**config.mk**
```make
export PLATFORM = sky130hd
export DESIGN_NAME = tti_top
export DESIGN_NICKNAME = d
export VERILOG_FILES = /design/src/hdl/tti_pkg.sv /design/src/hdl/tti_core.sv /design/src/hdl/tti_csr.sv /design/src/hdl/tti_intr.sv /design/src/hdl/tti_queue.sv /design/src/hdl/tti_top.sv
export SDC_FILE = /design/constraint.sdc
export NUM_CORES = 1
export LEC_CHECK = 0
export ABC_AREA = 0
export ABC_CLOCK_PERIOD_IN_PS = 11380
export BUFFER_PORTS_ARGS = -buffer_cell sky130_fd_sc_hd__buf_2
export CAP_MARGIN = 5
export CORE_MARGIN = 3
export CORE_UTILIZATION = 55
export CTS_CLUSTER_SIZE = 14
export DETAILED_ROUTE_END_ITERATION = 8
export PLACE_DENSITY = 0.74
export SLEW_MARGIN = 20
export SYNTH_ARGS = -nofsm -noshare
export SYNTH_HDL_FRONTEND = slang
export SYNTH_SLANG_ARGS = --single-unit
export TNS_END_PERCENT = 20
```
**constraint.sdc**
```tcl
create_clock -name clk_i -period 11.38 [get_ports clk_i]
set_input_delay 0.569 -clock clk_i [delete_from_list [all_inputs] [get_ports clk_i]]
set_output_delay 0.569 -clock clk_i [all_outputs]
set_load 0.005 [all_outputs]
```
**src/hdl/tti_pkg.sv**
```systemverilog
/* Types shared by the I3C target transaction interface.
   Wishbone data is always a full 32-bit word and offsets are byte addresses. */
package tti_pkg;

  localparam int unsigned DataWidth      = 32;
  localparam int unsigned AddrWidth      = 8;
  localparam int unsigned NumIrq         = 4;
  localparam int unsigned NumCtrl        = 3;
  localparam int unsigned FieldThldWidth = 8;

  // Word register offsets
  typedef enum logic [AddrWidth-1:0] {
    CONTROL          = 8'h00,
    STATUS           = 8'h04,
    RESET_CONTROL    = 8'h08,
    INTERRUPT_STATUS = 8'h0C,
    INTERRUPT_ENABLE = 8'h10,
    INTERRUPT_FORCE  = 8'h14,
    QUEUE_THLD_CTRL  = 8'h18,
    RX_DESC_PORT     = 8'h1C,
    RX_DATA_PORT     = 8'h20,
    TX_DATA_PORT     = 8'h24
  } tti_reg_e;

  // Bit positions in the interrupt registers
  typedef enum logic [1:0] {
    RX_DESC_STAT = 2'd0,
    RX_DESC_THLD = 2'd1,
    RX_DATA_THLD = 2'd2,
    TX_DONE      = 2'd3
  } tti_irq_e;

  typedef struct packed {
    logic                 cyc;
    logic                 stb;
    logic                 we;
    logic [AddrWidth-1:0] adr;
    logic [DataWidth-1:0] dat;
  } wb_req_t;

  typedef struct packed {
    logic                 ack;
    logic [DataWidth-1:0] dat;
  } wb_rsp_t;

  // Pushes from the target-side protocol logic
  typedef struct packed {
    logic                 desc_wr;
    logic [DataWidth-1:0] desc_data;
    logic                 data_wr;
    logic [DataWidth-1:0] data_data;
  } tgt_rx_t;

  typedef struct packed {
    logic               tx_pr_end;
    logic [NumCtrl-1:0] enec;
    logic [NumCtrl-1:0] disec;
    logic               err;
  } tgt_evt_t;

  typedef struct packed {
    logic empty;
    logic full;
    logic thld_trig;
  } queue_sts_t;

  typedef struct packed {
    logic [NumIrq-1:0]         irq_ena;
    logic [NumIrq-1:0]         irq_force;
    logic [NumIrq-1:0]         w1c_mask;
    logic                      w1c_we;
    logic [FieldThldWidth-1:0] rx_desc_thld;
    logic [FieldThldWidth-1:0] rx_data_thld;
    logic                      rx_desc_flush;
    logic                      rx_data_flush;
    logic                      tx_data_flush;
    logic                      rx_desc_pop;
    logic                      rx_data_pop;
    logic                      tx_data_push;
  } csr_fields_t;

  typedef struct packed {
    logic [NumCtrl-1:0] ctrl_next;
    logic [NumCtrl-1:0] ctrl_we;
    logic               err_set;
    logic [NumIrq-1:0]  irq_sts;
  } core_fields_t;

endpackage

```
**src/hdl/tti_core.sv**
```systemverilog
/* Interrupt and event logic; push monitors are delayed one cycle to line up with queue status.
   An ENEC and a DISEC on the same bit in one cycle leave the bit set. */
`timescale 1ns/1ps

module tti_core (
  input  logic                  clk_i,
  input  logic                  rst_ni,
  input  tti_pkg::csr_fields_t  csr_i,
  output tti_pkg::core_fields_t core_o,
  input  tti_pkg::tgt_rx_t      tgt_rx_i,
  input  tti_pkg::tgt_evt_t     tgt_evt_i,
  input  tti_pkg::queue_sts_t   rx_desc_sts_i,
  input  tti_pkg::queue_sts_t   rx_data_sts_i,
  output logic                  irq_o
);

  logic                       desc_wr_q;
  logic                       data_wr_q;
  logic [tti_pkg::NumIrq-1:0] irq_set;
  logic [tti_pkg::NumIrq-1:0] irq_clr;
  logic [tti_pkg::NumIrq-1:0] irq_w1c;
  logic [tti_pkg::NumIrq-1:0] irq_sts;
  logic [tti_pkg::NumIrq-1:0] irq_out;

  // Queue level is valid one cycle after the push
  always_ff @(posedge clk_i or negedge rst_ni) begin
    if (!rst_ni) begin
      desc_wr_q <= 1'b0;
      data_wr_q <= 1'b0;
    end else begin
      desc_wr_q <= tgt_rx_i.desc_wr;
      data_wr_q <= tgt_rx_i.data_wr;
    end
  end

  always_comb begin
    irq_set = '0;
    irq_clr = '0;

    irq_set[tti_pkg::RX_DESC_STAT] = desc_wr_q;
    irq_clr[tti_pkg::RX_DESC_STAT] = csr_i.rx_desc_pop;

    irq_set[tti_pkg::RX_DESC_THLD] = desc_wr_q & rx_desc_sts_i.thld_trig;
    irq_clr[tti_pkg::RX_DESC_THLD] = csr_i.rx_desc_pop;

    irq_set[tti_pkg::RX_DATA_THLD] = data_wr_q & rx_data_sts_i.thld_trig;
    irq_clr[tti_pkg::RX_DATA_THLD] = csr_i.rx_data_pop;

    // Private read done, cleared by software only
    irq_set[tti_pkg::TX_DONE] = tgt_evt_i.tx_pr_end;
    irq_clr[tti_pkg::TX_DONE] = 1'b0;
  end

  assign irq_w1c = csr_i.w1c_mask & {tti_pkg::NumIrq{csr_i.w1c_we}};

  for (genvar i = 0; i < tti_pkg::NumIrq; i++) begin : g_intr
    tti_intr i_intr (
      .clk_i   (clk_i),
      .rst_ni  (rst_ni),
      .set_i   (irq_set[i]),
      .clr_i   (irq_clr[i]),
      .w1c_i   (irq_w1c[i]),
      .force_i (csr_i.irq_force[i]),
      .ena_i   (csr_i.irq_ena[i]),
      .sts_o   (irq_sts[i]),
      .irq_o   (irq_out[i])
    );
  end

  // ENEC drives a 1 into the bit, DISEC alone drives a 0
  assign core_o.ctrl_we   = tgt_evt_i.enec | tgt_evt_i.disec;
  assign core_o.ctrl_next = tgt_evt_i.enec;
  assign core_o.err_set   = tgt_evt_i.err;
  assign core_o.irq_sts   = irq_sts;

  assign irq_o = |irq_out;

endmodule

```
**src/hdl/tti_csr.sv**
```systemverilog
/* Wishbone classic slave, word accesses only; ack comes one cycle after the request.
   Unmapped offsets read 0 and drop writes; a read of an empty port returns 0. */
`timescale 1ns/1ps

module tti_csr (
  input  logic                          clk_i,
  input  logic                          rst_ni,
  input  tti_pkg::wb_req_t              wb_req_i,
  output tti_pkg::wb_rsp_t              wb_rsp_o,
  input  tti_pkg::core_fields_t         core_i,
  output tti_pkg::csr_fields_t          csr_o,
  input  logic [tti_pkg::DataWidth-1:0] rx_desc_head_i,
  input  logic [tti_pkg::DataWidth-1:0] rx_data_head_i,
  input  tti_pkg::queue_sts_t           rx_desc_sts_i,
  input  tti_pkg::queue_sts_t           rx_data_sts_i,
  output logic [tti_pkg::DataWidth-1:0] tx_wdata_o
);

  logic                               ack_q;
  logic                               req;
  logic                               wr;
  logic                               rd;
  logic [tti_pkg::DataWidth-1:0]      rdata_d;
  logic [tti_pkg::DataWidth-1:0]      rdata_q;
  logic [tti_pkg::NumCtrl-1:0]        ctrl_q;
  logic                               err_q;
  logic [tti_pkg::NumIrq-1:0]         ena_q;
  logic [tti_pkg::NumIrq-1:0]         force_q;
  logic [tti_pkg::FieldThldWidth-1:0] desc_thld_q;
  logic [tti_pkg::FieldThldWidth-1:0] data_thld_q;
  logic [2:0]                         rst_ctrl_q;

  // Request is taken once, ack masks the hold cycle
  assign req = wb_req_i.cyc & wb_req_i.stb & ~ack_q;
  assign wr  = req & wb_req_i.we;
  assign rd  = req & ~wb_req_i.we;

  always_ff @(posedge clk_i or negedge rst_ni) begin
    if (!rst_ni) begin
      ack_q <= 1'b0;
    end else begin
      ack_q <= req;
    end
  end

  always_comb begin
    rdata_d = '0;
    case (wb_req_i.adr)
      tti_pkg::CONTROL:          rdata_d[tti_pkg::NumCtrl-1:0] = ctrl_q;
      tti_pkg::STATUS:           rdata_d[0] = err_q;
      tti_pkg::RESET_CONTROL:    rdata_d[2:0] = rst_ctrl_q;
      tti_pkg::INTERRUPT_STATUS: rdata_d[tti_pkg::NumIrq-1:0] = core_i.irq_sts;
      tti_pkg::INTERRUPT_ENABLE: rdata_d[tti_pkg::NumIrq-1:0] = ena_q;
      tti_pkg::QUEUE_THLD_CTRL:  rdata_d[15:0] = {data_thld_q, desc_thld_q};
      tti_pkg::RX_DESC_PORT: begin
        if (!rx_desc_sts_i.empty) begin
          rdata_d = rx_desc_head_i;
        end
      end
      tti_pkg::RX_DATA_PORT: begin
        if (!rx_data_sts_i.empty) begin
          rdata_d = rx_data_head_i;
        end
      end
      default: ;
    endcase
  end

  always_ff @(posedge clk_i) begin
    if (rd) begin
      rdata_q <= rdata_d;
    end
  end

  always_ff @(posedge clk_i or negedge rst_ni) begin
    if (!rst_ni) begin
      ctrl_q      <= '0;
      err_q       <= 1'b0;
      ena_q       <= '0;
      force_q     <= '0;
      desc_thld_q <= '0;
      data_thld_q <= '0;
      rst_ctrl_q  <= '0;
    end else begin
      // Flush and force bits live for one cycle
      rst_ctrl_q <= '0;
      force_q    <= '0;
      if (wr) begin
        case (wb_req_i.adr)
          tti_pkg::CONTROL:          ctrl_q <= wb_req_i.dat[tti_pkg::NumCtrl-1:0];
          tti_pkg::STATUS: begin
            if (wb_req_i.dat[0]) begin
              err_q <= 1'b0;
            end
          end
          tti_pkg::RESET_CONTROL:    rst_ctrl_q <= wb_req_i.dat[2:0];
          tti_pkg::INTERRUPT_ENABLE: ena_q <= wb_req_i.dat[tti_pkg::NumIrq-1:0];
          tti_pkg::INTERRUPT_FORCE:  force_q <= wb_req_i.dat[tti_pkg::NumIrq-1:0];
          tti_pkg::QUEUE_THLD_CTRL: begin
            desc_thld_q <= wb_req_i.dat[7:0];
            data_thld_q <= wb_req_i.dat[15:8];
          end
          default: ;
        endcase
      end
      // Target-side updates override software
      for (int i = 0; i < tti_pkg::NumCtrl; i++) begin
        if (core_i.ctrl_we[i]) begin
          ctrl_q[i] <= core_i.ctrl_next[i];
        end
      end
      if (core_i.err_set) begin
        err_q <= 1'b1;
      end
    end
  end

  always_comb begin
    csr_o.irq_ena       = ena_q;
    csr_o.irq_force     = force_q;
    csr_o.w1c_mask      = wb_req_i.dat[tti_pkg::NumIrq-1:0];
    csr_o.w1c_we        = wr & (wb_req_i.adr == tti_pkg::INTERRUPT_STATUS);
    csr_o.rx_desc_thld  = desc_thld_q;
    csr_o.rx_data_thld  = data_thld_q;
    csr_o.rx_desc_flush = rst_ctrl_q[0];
    csr_o.rx_data_flush = rst_ctrl_q[1];
    csr_o.tx_data_flush = rst_ctrl_q[2];
    csr_o.rx_desc_pop   = rd & (wb_req_i.adr == tti_pkg::RX_DESC_PORT) & ~rx_desc_sts_i.empty;
    csr_o.rx_data_pop   = rd & (wb_req_i.adr == tti_pkg::RX_DATA_PORT) & ~rx_data_sts_i.empty;
    csr_o.tx_data_push  = wr & (wb_req_i.adr == tti_pkg::TX_DATA_PORT);
  end

  assign wb_rsp_o.ack = ack_q;
  assign wb_rsp_o.dat = rdata_q;
  assign tx_wdata_o   = wb_req_i.dat;

endmodule

```
**src/hdl/tti_intr.sv**
```systemverilog
/* One interrupt status bit; a set or force in the same cycle as a clear wins. */
`timescale 1ns/1ps

module tti_intr (
  input  logic clk_i,
  input  logic rst_ni,
  input  logic set_i,
  input  logic clr_i,
  input  logic w1c_i,
  input  logic force_i,
  input  logic ena_i,
  output logic sts_o,
  output logic irq_o
);

  logic sts_q;

  always_ff @(posedge clk_i or negedge rst_ni) begin
    if (!rst_ni) begin
      sts_q <= 1'b0;
    end else if (set_i || force_i) begin
      sts_q <= 1'b1;
    end else if (clr_i || w1c_i) begin
      sts_q <= 1'b0;
    end
  end

  assign sts_o = sts_q;

  // Status is visible even when masked
  assign irq_o = sts_q & ena_i;

endmodule

```
**src/hdl/tti_queue.sv**
```systemverilog
/* Show-ahead FIFO; pushes to a full queue and pops of an empty one are ignored.
   Flush takes priority over push and pop, and head is stale while empty. */
`timescale 1ns/1ps

module tti_queue #(
  parameter int unsigned Depth     = 4,
  parameter int unsigned ThldWidth = 8
) (
  input  logic                          clk_i,
  input  logic                          rst_ni,
  input  logic                          push_i,
  input  logic [tti_pkg::DataWidth-1:0] push_data_i,
  input  logic                          pop_i,
  input  logic                          flush_i,
  input  logic [ThldWidth-1:0]          thld_i,
  output logic [tti_pkg::DataWidth-1:0] head_o,
  output tti_pkg::queue_sts_t           sts_o
);

  localparam int unsigned PtrWidth = (Depth > 1) ? $clog2(Depth) : 1;
  localparam int unsigned LvlWidth = $clog2(Depth + 1);

  logic [tti_pkg::DataWidth-1:0] mem_q [Depth];
  logic [PtrWidth-1:0]           wptr_q;
  logic [PtrWidth-1:0]           rptr_q;
  logic [LvlWidth-1:0]           level_q;
  logic                          empty;
  logic                          full;
  logic                          push_ok;
  logic                          pop_ok;

  function automatic logic [PtrWidth-1:0] ptr_inc(input logic [PtrWidth-1:0] ptr);
    if (ptr == PtrWidth'(Depth - 1)) begin
      return '0;
    end
    return ptr + PtrWidth'(1);
  endfunction

  assign empty   = (level_q == '0);
  assign full    = (level_q == LvlWidth'(Depth));
  assign push_ok = push_i & ~full & ~flush_i;
  assign pop_ok  = pop_i & ~empty & ~flush_i;

  always_ff @(posedge clk_i or negedge rst_ni) begin
    if (!rst_ni) begin
      wptr_q  <= '0;
      rptr_q  <= '0;
      level_q <= '0;
    end else if (flush_i) begin
      wptr_q  <= '0;
      rptr_q  <= '0;
      level_q <= '0;
    end else begin
      if (push_ok) begin
        wptr_q <= ptr_inc(wptr_q);
      end
      if (pop_ok) begin
        rptr_q <= ptr_inc(rptr_q);
      end
      case ({push_ok, pop_ok})
        2'b10:   level_q <= level_q + LvlWidth'(1);
        2'b01:   level_q <= level_q - LvlWidth'(1);
        default: ;
      endcase
    end
  end

  always_ff @(posedge clk_i) begin
    if (push_ok) begin
      mem_q[wptr_q] <= push_data_i;
    end
  end

  assign head_o = mem_q[rptr_q];

  // Zero threshold disables the trigger
  assign sts_o.empty     = empty;
  assign sts_o.full      = full;
  assign sts_o.thld_trig = (thld_i != '0) && (32'(level_q) >= 32'(thld_i));

endmodule

```
**src/hdl/tti_top.sv**
```systemverilog
/* Target transaction interface top; the TX data queue runs without a threshold.
   Threshold fields wider than ThldWidth are truncated at the queues. */
`timescale 1ns/1ps

module tti_top #(
  parameter int unsigned RxDescDepth = 4,
  parameter int unsigned RxDataDepth = 8,
  parameter int unsigned TxDataDepth = 4,
  parameter int unsigned ThldWidth   = 8
) (
  input  logic                          clk_i,
  input  logic                          rst_ni,
  input  tti_pkg::wb_req_t              wb_req_i,
  output tti_pkg::wb_rsp_t              wb_rsp_o,
  input  tti_pkg::tgt_rx_t              tgt_rx_i,
  input  tti_pkg::tgt_evt_t             tgt_evt_i,
  input  logic                          tx_data_rd_i,
  output logic [tti_pkg::DataWidth-1:0] tx_data_o,
  output logic                          tx_data_valid_o,
  output logic                          rx_desc_full_o,
  output logic                          rx_data_full_o,
  output logic                          irq_o
);

  tti_pkg::csr_fields_t          csr_fields;
  tti_pkg::core_fields_t         core_fields;
  tti_pkg::queue_sts_t           rx_desc_sts;
  tti_pkg::queue_sts_t           rx_data_sts;
  tti_pkg::queue_sts_t           tx_data_sts;
  logic [tti_pkg::DataWidth-1:0] rx_desc_head;
  logic [tti_pkg::DataWidth-1:0] rx_data_head;
  logic [tti_pkg::DataWidth-1:0] tx_wdata;

  tti_csr i_csr (
    .clk_i          (clk_i),
    .rst_ni         (rst_ni),
    .wb_req_i       (wb_req_i),
    .wb_rsp_o       (wb_rsp_o),
    .core_i         (core_fields),
    .csr_o          (csr_fields),
    .rx_desc_head_i (rx_desc_head),
    .rx_data_head_i (rx_data_head),
    .rx_desc_sts_i  (rx_desc_sts),
    .rx_data_sts_i  (rx_data_sts),
    .tx_wdata_o     (tx_wdata)
  );

  tti_core i_core (
    .clk_i         (clk_i),
    .rst_ni        (rst_ni),
    .csr_i         (csr_fields),
    .core_o        (core_fields),
    .tgt_rx_i      (tgt_rx_i),
    .tgt_evt_i     (tgt_evt_i),
    .rx_desc_sts_i (rx_desc_sts),
    .rx_data_sts_i (rx_data_sts),
    .irq_o         (irq_o)
  );

  tti_queue #(
    .Depth     (RxDescDepth),
    .ThldWidth (ThldWidth)
  ) i_rx_desc_queue (
    .clk_i       (clk_i),
    .rst_ni      (rst_ni),
    .push_i      (tgt_rx_i.desc_wr),
    .push_data_i (tgt_rx_i.desc_data),
    .pop_i       (csr_fields.rx_desc_pop),
    .flush_i     (csr_fields.rx_desc_flush),
    .thld_i      (ThldWidth'(csr_fields.rx_desc_thld)),
    .head_o      (rx_desc_head),
    .sts_o       (rx_desc_sts)
  );

  tti_queue #(
    .Depth     (RxDataDepth),
    .ThldWidth (ThldWidth)
  ) i_rx_data_queue (
    .clk_i       (clk_i),
    .rst_ni      (rst_ni),
    .push_i      (tgt_rx_i.data_wr),
    .push_data_i (tgt_rx_i.data_data),
    .pop_i       (csr_fields.rx_data_pop),
    .flush_i     (csr_fields.rx_data_flush),
    .thld_i      (ThldWidth'(csr_fields.rx_data_thld)),
    .head_o      (rx_data_head),
    .sts_o       (rx_data_sts)
  );

  tti_queue #(
    .Depth     (TxDataDepth),
    .ThldWidth (ThldWidth)
  ) i_tx_data_queue (
    .clk_i       (clk_i),
    .rst_ni      (rst_ni),
    .push_i      (csr_fields.tx_data_push),
    .push_data_i (tx_wdata),
    .pop_i       (tx_data_rd_i),
    .flush_i     (csr_fields.tx_data_flush),
    .thld_i      ('0),
    .head_o      (tx_data_o),
    .sts_o       (tx_data_sts)
  );

  assign tx_data_valid_o = ~tx_data_sts.empty;
  assign rx_desc_full_o  = rx_desc_sts.full;
  assign rx_data_full_o  = rx_data_sts.full;

endmodule

```
==> run_results.csv, run 1 <==
group,metric,value,unit
status,status,"finished, final reports clean",
placement,pre_cts_ws,7.62,ns
clock_network,cts_sinks,606,
grt,gr-total-overflow,0,
floorplan,die_w,213,um
sta,fmax,0.282,GHz
drt,dr.pass1.iters,7,
sta,slew_headroom,28.0,%
drt,wl,49.1,mm
sta,finalSetupViolCount,0,
clock_network,clkTransAtPathRegs,0.06,ns
floorplan,fp-row-count,75,
worst_setup_path,rr_startpoint,"i_csr.ack_q",
cells_and_area,fin_nets,1517,
placement,place_congestion,0.881,
pwr,ir_worst_vdd,0.147,mV
worst_setup_path,crit_start,"i_csr.ack_q",
sta,worstMarginPinSlew,1.07,ns
clock_network,cts_resized,0,
grt,grt_pass1_wl,73.6,mm
floorplan,io_pins,189,
cells_and_area,syn_to_final_growth,14.9,%
clock_network,cts_buffers,58,
pwr,p_int,4130,uW
placement,portBuffers,188,
worst_setup_path,worstPathRequired,11.84,ns
worst_setup_path,arrival,4.01,ns
floorplan,die_h,213,um
synthesis,seq_area_frac_synth,75.8,%
pwr,power.switching,1310,uW
clock_network,post-cts-setup-buffers,0,
floorplan,start_util,56.0,%
grt,antenna_found_initial,11,
sta,fin_crit,3.55,ns
sta,report.final.slew_viol_count,0,
drt,routed_via_density,6.00,
drt,drt_iter0_drc,991,
sta,hold_violations,0,
sta,fin_crit_sh,31.2,%
placement,dp_hpwl,30.9,mm
synthesis,synth_top_area_share,69.2,%
synthesis,ys_dominant_reg_cell,"edfxtp_1",
synthesis,synth_top_area_cell,"edfxtp_1",
cells_and_area,mostFrequentLayoutCells,"544 x edfxtp_1, 188 x buf_2, 128 x mux4_2",
clock_network,clockBufferDepth,3,
pwr,p_clk_share,34.7,%
drt,antenna_left,0,
clock_network,clkLatencyLatePin,0.61,ns
pwr,p_sw_share,24.1,%
synthesis,async_flop_share,10.2,%
drt,drc,0,
synthesis,syn_inst,1151,
floorplan,core,0.0421,sq mm
clock_network,cts_root_buf,"clkbuf_16",
worst_hold_path,min_from,"tgt_rx_i[32]",
drt,via_count,11800,
sta,tns,0,ns
synthesis,synth_edf_count,544,
pwr,pwr-share-comb,13.8,%
flow_run,maxCapViolations,0,
worst_setup_path,cp-start-kind,"register",
pwr,powerDensity,201,mW/mm^2
grt,grt_max_degree,67,
synthesis,synth_area,0.0236,sq mm
grt,track_usage,22.1,%
synthesis,synth_nets,1297,
grt,met2_usage,35.1,%
grt,grt_pass1_vias,12000,
synthesis,ys_types,52,
synthesis,avgSynthCellArea,20.5,sq um
clock_network,cts_tree,"yes",
worst_setup_path,crit_path_max_fanout,5,
worst_setup_path,end_kind,"register",
pwr,share_seq_of_total_power,51.5,%
drt,wire_per_inst,25.0,um
sta,setup_slack,7.83,ns
floorplan,die_area,0.0454,sq mm
synthesis,synth-seq-cells,606,
sta,grt_setup_unrepaired,"no",
worst_setup_path,crit_type,"reg -> reg",
clock_network,htreeDepth,2,
worst_hold_path,hold_class,"in -> reg",
synthesis,ys.warnings.count,0,
grt,grt_use_met1,30.3,%
clock_network,cts_hold_buffers,0,
sta,fin_skew,0.0196,ns
cells_and_area,final_layout_size_suffix_gt1_share,32.9,%
cells_and_area,final_core_util,64.4,%
grt,busiest_layer,"met2",
grt,use_met3,5.08,%
cells_and_area,final_common_cell,"edfxtp_1",
synthesis,synthTopCellsByArea,"edfxtp_1 69%, mux4_2 12%, dfrtp_1 6.6%",
pwr,p_leak,0.00925,uW
synth_stat cells, drive strengths merged (8+ instances only):
library cell  count
mux2             20
a21oi            14
a22oi            14
nor4              8
mux4            129
clkbuf           28
dfrtp            62
edfxtp          544
buf              26
xnor2             8
and2              9
nand3            10
nand2            44
inv              14
mux2i            47
nor3             15
ha               23
nor2             40
o21ai            34
per-layer routing:
layer  wire length [um]  share of wire, %  up-vias
met5                 58              0.12        -
met4               1710               3.5       10
met3               4370               8.9       98
met2              23900                49      485
met1              19100                39     6038
li1                   -                 -     5147
state kept, by name, summed over array words and instances (netlist names), 3 cells and up:
signal,flops
i_core.g_intr.i_intr.sts_o,4
i_rx_data_queue.level_q,4
i_csr.data_thld_q,8
i_rx_data_queue.rptr_q,3
i_rx_desc_queue.mem_q,128
i_rx_desc_queue.level_q,3
i_csr.ctrl_q,3
i_rx_data_queue.wptr_q,3
i_csr.rdata_q,32
i_csr.rst_ctrl_q,3
i_tx_data_queue.mem_q,128
i_tx_data_queue.level_q,3
i_csr.force_q,4
i_rx_data_queue.mem_q,256
i_csr.ena_q,4
i_csr.desc_thld_q,8
logic make-up (layout without fill, tap and decap cells):
group                    Yosys count  after routing  synth area share [%]
flip-flops                       606            606                  75.8
multiplexers                     196            196                  15.3
AND/OR/NAND/NOR                  165            165                  3.65
AO/OA/AOI/OAI                     80             80                  2.08
buffers and inverters             68            336                  1.24
adder cells (fa/ha/maj)           26             26                  1.47
XOR/XNOR                          10             10                 0.451
other                              0              6                     0
per-stage QoR:
step                      hold slack [ns]  instances  total power (uW)  area (sq um)
final                              0.0957       1964              5440         27100
after CTS                          0.0612       1958              5500         27100
after global placement              0.420       1850              3580         25200
after detailed placement            0.434       1850              3620         25200
after global routing               0.0756       1961              5660         27100
after floorplan                     0.273       1151              3290         23600
worst paths after layout:
check | end | slack, ns | cells past startpoint
max in group asynchronous | i_rx_data_queue.rptr_q[0] | 10.59 | 2
worst min-delay path | i_core.data_wr_q | 0.1 | 1
worst min register to register | i_core.g_intr[2].i_intr.sts_o | 0.45 | 2
worst max-delay path | i_rx_data_queue.level_q[3] | 7.83 | 10
min in group asynchronous | i_csr.desc_thld_q[6] | 0.14 | 2
worst max register to register | i_rx_data_queue.level_q[3] | 7.83 | 10
critical path, cell delays in order, from the launching register on:
cell     delay (ns)
dfrtp_1        0.40
or4bb_1        0.61
nor4_1         0.86
nand2_1        0.17
nor2_1         0.28
ha_1           0.29
a21o_1         0.19
a21oi_1        0.18
nor3_1         0.08
nor3_1         0.29
nor3b_2        0.08
power groups by stage:
stage / clock network (uW) / logic, uW / registers [uW]
global route: 2010 / 828 / 2830
global placement: 0 / 749 / 2830
finish: 1890 / 749 / 2800
CTS: 1920 / 768 / 2810
floorplan: 0 / 473 / 2820
detailed placement: 0 / 765 / 2850
cell type report:
class / instances / area, sq um
diodes: 6 / 15.0
clock buffers: 77 / 1560
clock inverters: 31 / 307
fillers: 2821 / 15000
inverters: 14 / 52.6
multi-input cells: 477 / 5470
flip-flops and latches: 606 / 17900
well taps: 539 / 674
repair buffers: 214 / 1140
No activity file was read; power rests on OpenSTA's default activity.
==> run 2: changes to the inputs <==
--- a/config.mk
+++ b/config.mk
@@ -6,7 +6,7 @@
 export NUM_CORES = 1
 export LEC_CHECK = 0
 export ABC_AREA = 0
-export ABC_CLOCK_PERIOD_IN_PS = 11380
+export ABC_CLOCK_PERIOD_IN_PS = 3300
 export BUFFER_PORTS_ARGS = -buffer_cell sky130_fd_sc_hd__buf_2
 export CAP_MARGIN = 5
 export CORE_MARGIN = 3
==> constraint.sdc (replaced) <==
create_clock -name clk_i -period 3.3 [get_ports clk_i]
set_input_delay 0.165 -clock clk_i [delete_from_list [all_inputs] [get_ports clk_i]]
set_output_delay 0.165 -clock clk_i [all_outputs]
set_load 0.005 [all_outputs]
==> run 2 against run 1 <==
  * Die area did not move
  * Critical path type unchanged
  * Critical endpoint unchanged
  * Largest power group unchanged
  * Sequential share of layout area fell by 3.1 points
  * Register-to-register slack got worse by 7.4 ns
  * Clock skew fell by 0.0043 ns
  * Count of clock-buffer cells in the layout rose by 4
  * Worst hold slack got worse by 0.041 ns
  * Clock power rose to 3.5 times the previous value
  * Critical path depth rose by 1
  * Via count rose by 3.8%
  * Setup slack got worse by 7.4 ns
  * Maximum frequency rose by 25%
==> run_results.csv, run 2 (same netlist as run 1, synthesis figures left out) <==
group,metric,value,unit
status,status,"finished, final reports clean",
grt,track_usage,22.9,%
worst_setup_path,cp_cell_sequence,"or4bb_1 -> nor4_1 -> buf_4 -> nand2_1 -> nor2_1 -> ha_1 -> a21o_1 -> a21oi_1 -> and3_1 -> o21ai_0 -> nor3b_2",
sta,fin_crit,2.84,ns
cells_and_area,regMostFlops,"i_rx_data_queue.mem_q",
clock_network,cts_root_buf,"clkbuf_16",
floorplan,die_h,213,um
sta,fin_crit_sh,86.2,%
floorplan,die_w,213,um
clock_network,htreeDepth,2,
cells_and_area,final_core_util,67.6,%
drt,wire_per_inst,24.2,um
worst_setup_path,max_stage_delay,0.59,ns
pwr,ir_worst_vdd,0.566,mV
sta,report.final.slew_viol_count,0,
clock_network,clkTransAtPathRegs,0.06,ns
cells_and_area,reg.largest.list,"i_rx_data_queue.mem_q (256), i_rx_desc_queue.mem_q (128), i_tx_data_queue.mem_q (128)",
floorplan,core,0.0421,sq mm
worst_setup_path,cp-start-kind,"register",
grt,grt_pass1_vias,12800,
worst_setup_path,crit_path_max_fanout,5,
sta,grt_setup_unrepaired,"no",
pwr,powerDensity,670,mW/mm^2
worst_setup_path,arrival,3.33,ns
clock_network,clockBufferDepth,3,
grt,gr-total-overflow,0,
grt,antenna_found_initial,5,
clock_network,clkLatencyLatePin,0.61,ns
flow_run,maxCapViolations,0,
floorplan,start_util,56.0,%
placement,place_congestion,0.863,
grt,grt_max_degree,38,
clock_network,cts_buffers,59,
floorplan,die_area,0.0454,sq mm
worst_setup_path,crit_type,"reg -> reg",
worst_setup_path,end_kind,"register",
cells_and_area,fillers,2678,
cells_and_area,final_common_cell,"edfxtp_1",
clock_network,cts_resized,0,
sta,setup_slack,0.456,ns
worst_hold_path,hold_class,"in -> reg",
drt,antenna_left,0,
placement,portBuffers,188,
worst_setup_path,worstPathRequired,3.79,ns
drt,wl,50.6,mm
worst_setup_path,slowest_stage,"or4bb_1",
placement,dp_hpwl,31.0,mm
drt,dr.pass1.iters,5,
cells_and_area,seq_area,0.0179,sq mm
sta,finalSetupViolCount,0,
sta,holdWs,0.0547,ns
cells_and_area,syn_to_final_growth,20.7,%
drt,drc,0,
drt,via_count,12200,
cells_and_area,multi_input_area,0.00548,sq mm
clock_network,post-cts-setup-buffers,0,
cells_and_area,largest_register_ffs,256,
sta,hold_violations,0,
clock_network,cts_tree,"yes",
grt,grt_pass1_wl,77.0,mm
cells_and_area,final_layout_size_suffix_gt1_share,31.1,%
sta,fmax,0.352,GHz
placement,pre_cts_ws,0.502,ns
clock_network,cts_sinks,606,
pwr,p_leak,0.00982,uW
sta,tns,0,ns
drt,routed_via_density,5.85,
sta,fin_skew,0.0154,ns
sta,slew_headroom,39.2,%
drt,drt_iter0_drc,1094,
cells_and_area,mostFrequentLayoutCells,"544 x edfxtp_1, 188 x buf_2, 128 x mux4_2",
floorplan,fp-row-count,75,
sta,worstMarginPinSlew,0.911,ns
floorplan,io_pins,189,
cells_and_area,fin_nets,1644,
[run 2: area by class of cell]
cell class | count | share of cell area (%)
clock inverters | 28 | 0.989
clock buffers | 81 | 5.77
repair buffers | 340 | 8.57
flip-flops and latches | 606 | 62.9
inverters | 14 | 0.185
well taps | 539 | 2.37
multi-input cells | 477 | 19.2
diodes | 3 | 0.0264
[run 2: repair_timing]
action | 4_1_cts | 5_1_grt
setup endpoints to repair | 0 | 0
hold buffers | 113 | 0
hold endpoints to repair | 584 | 0
[run 2: final timing paths]
check / from / end / slack, ns / depth (start not counted)
min in group asynchronous: rst_ni / i_csr.data_thld_q[6] / 0.22 / 2
worst min register to register: i_csr.ack_q / i_csr.ack_q / 0.46 / 1
worst max-delay path: i_csr.ack_q / i_rx_data_queue.level_q[3] / 0.46 / 11
worst min-delay path: wb_req_i[33] / i_csr.force_q[1] / 0.05 / 4
max in group asynchronous: rst_ni / i_tx_data_queue.rptr_q[0] / 2.14 / 3
worst max register to register: i_csr.ack_q / i_rx_data_queue.level_q[3] / 0.46 / 11
[run 2: stage by stage]
stage	std cells	total power, uW	area [sq um]
CTS	2085	19200	28500
global placement	1863	12400	25400
global route	2087	19900	28500
detailed placement	1863	12500	25400
floorplan	1151	11400	23600
finish	2088	19100	28500
[run 2: report_power, final]
group	internal (uW)	switching, uW
clock	3870	2760
sequential	9330	363
combinational	1240	1520
[run 2: critical path, delay by kind of cell, from the launching register on]
kind            cells  cell delay, ns
simple gates        6            1.43
compound gates      3            0.41
flops               1            0.39
fa+ha+maj           1            0.29
buf+inv             1            0.20
[run 2: per-layer routing]
metal  wire (um)  vias to the layer above  share of wire [%]  GRT usage [%]
li1            -                     5384                  -              -
met1       19800                     6223                 39           30.9
met5          34                        -              0.067              0
met4        1650                        6                3.3           8.17
met3        4160                      102                8.2           5.22
met2       24900                      505                 49           37.3
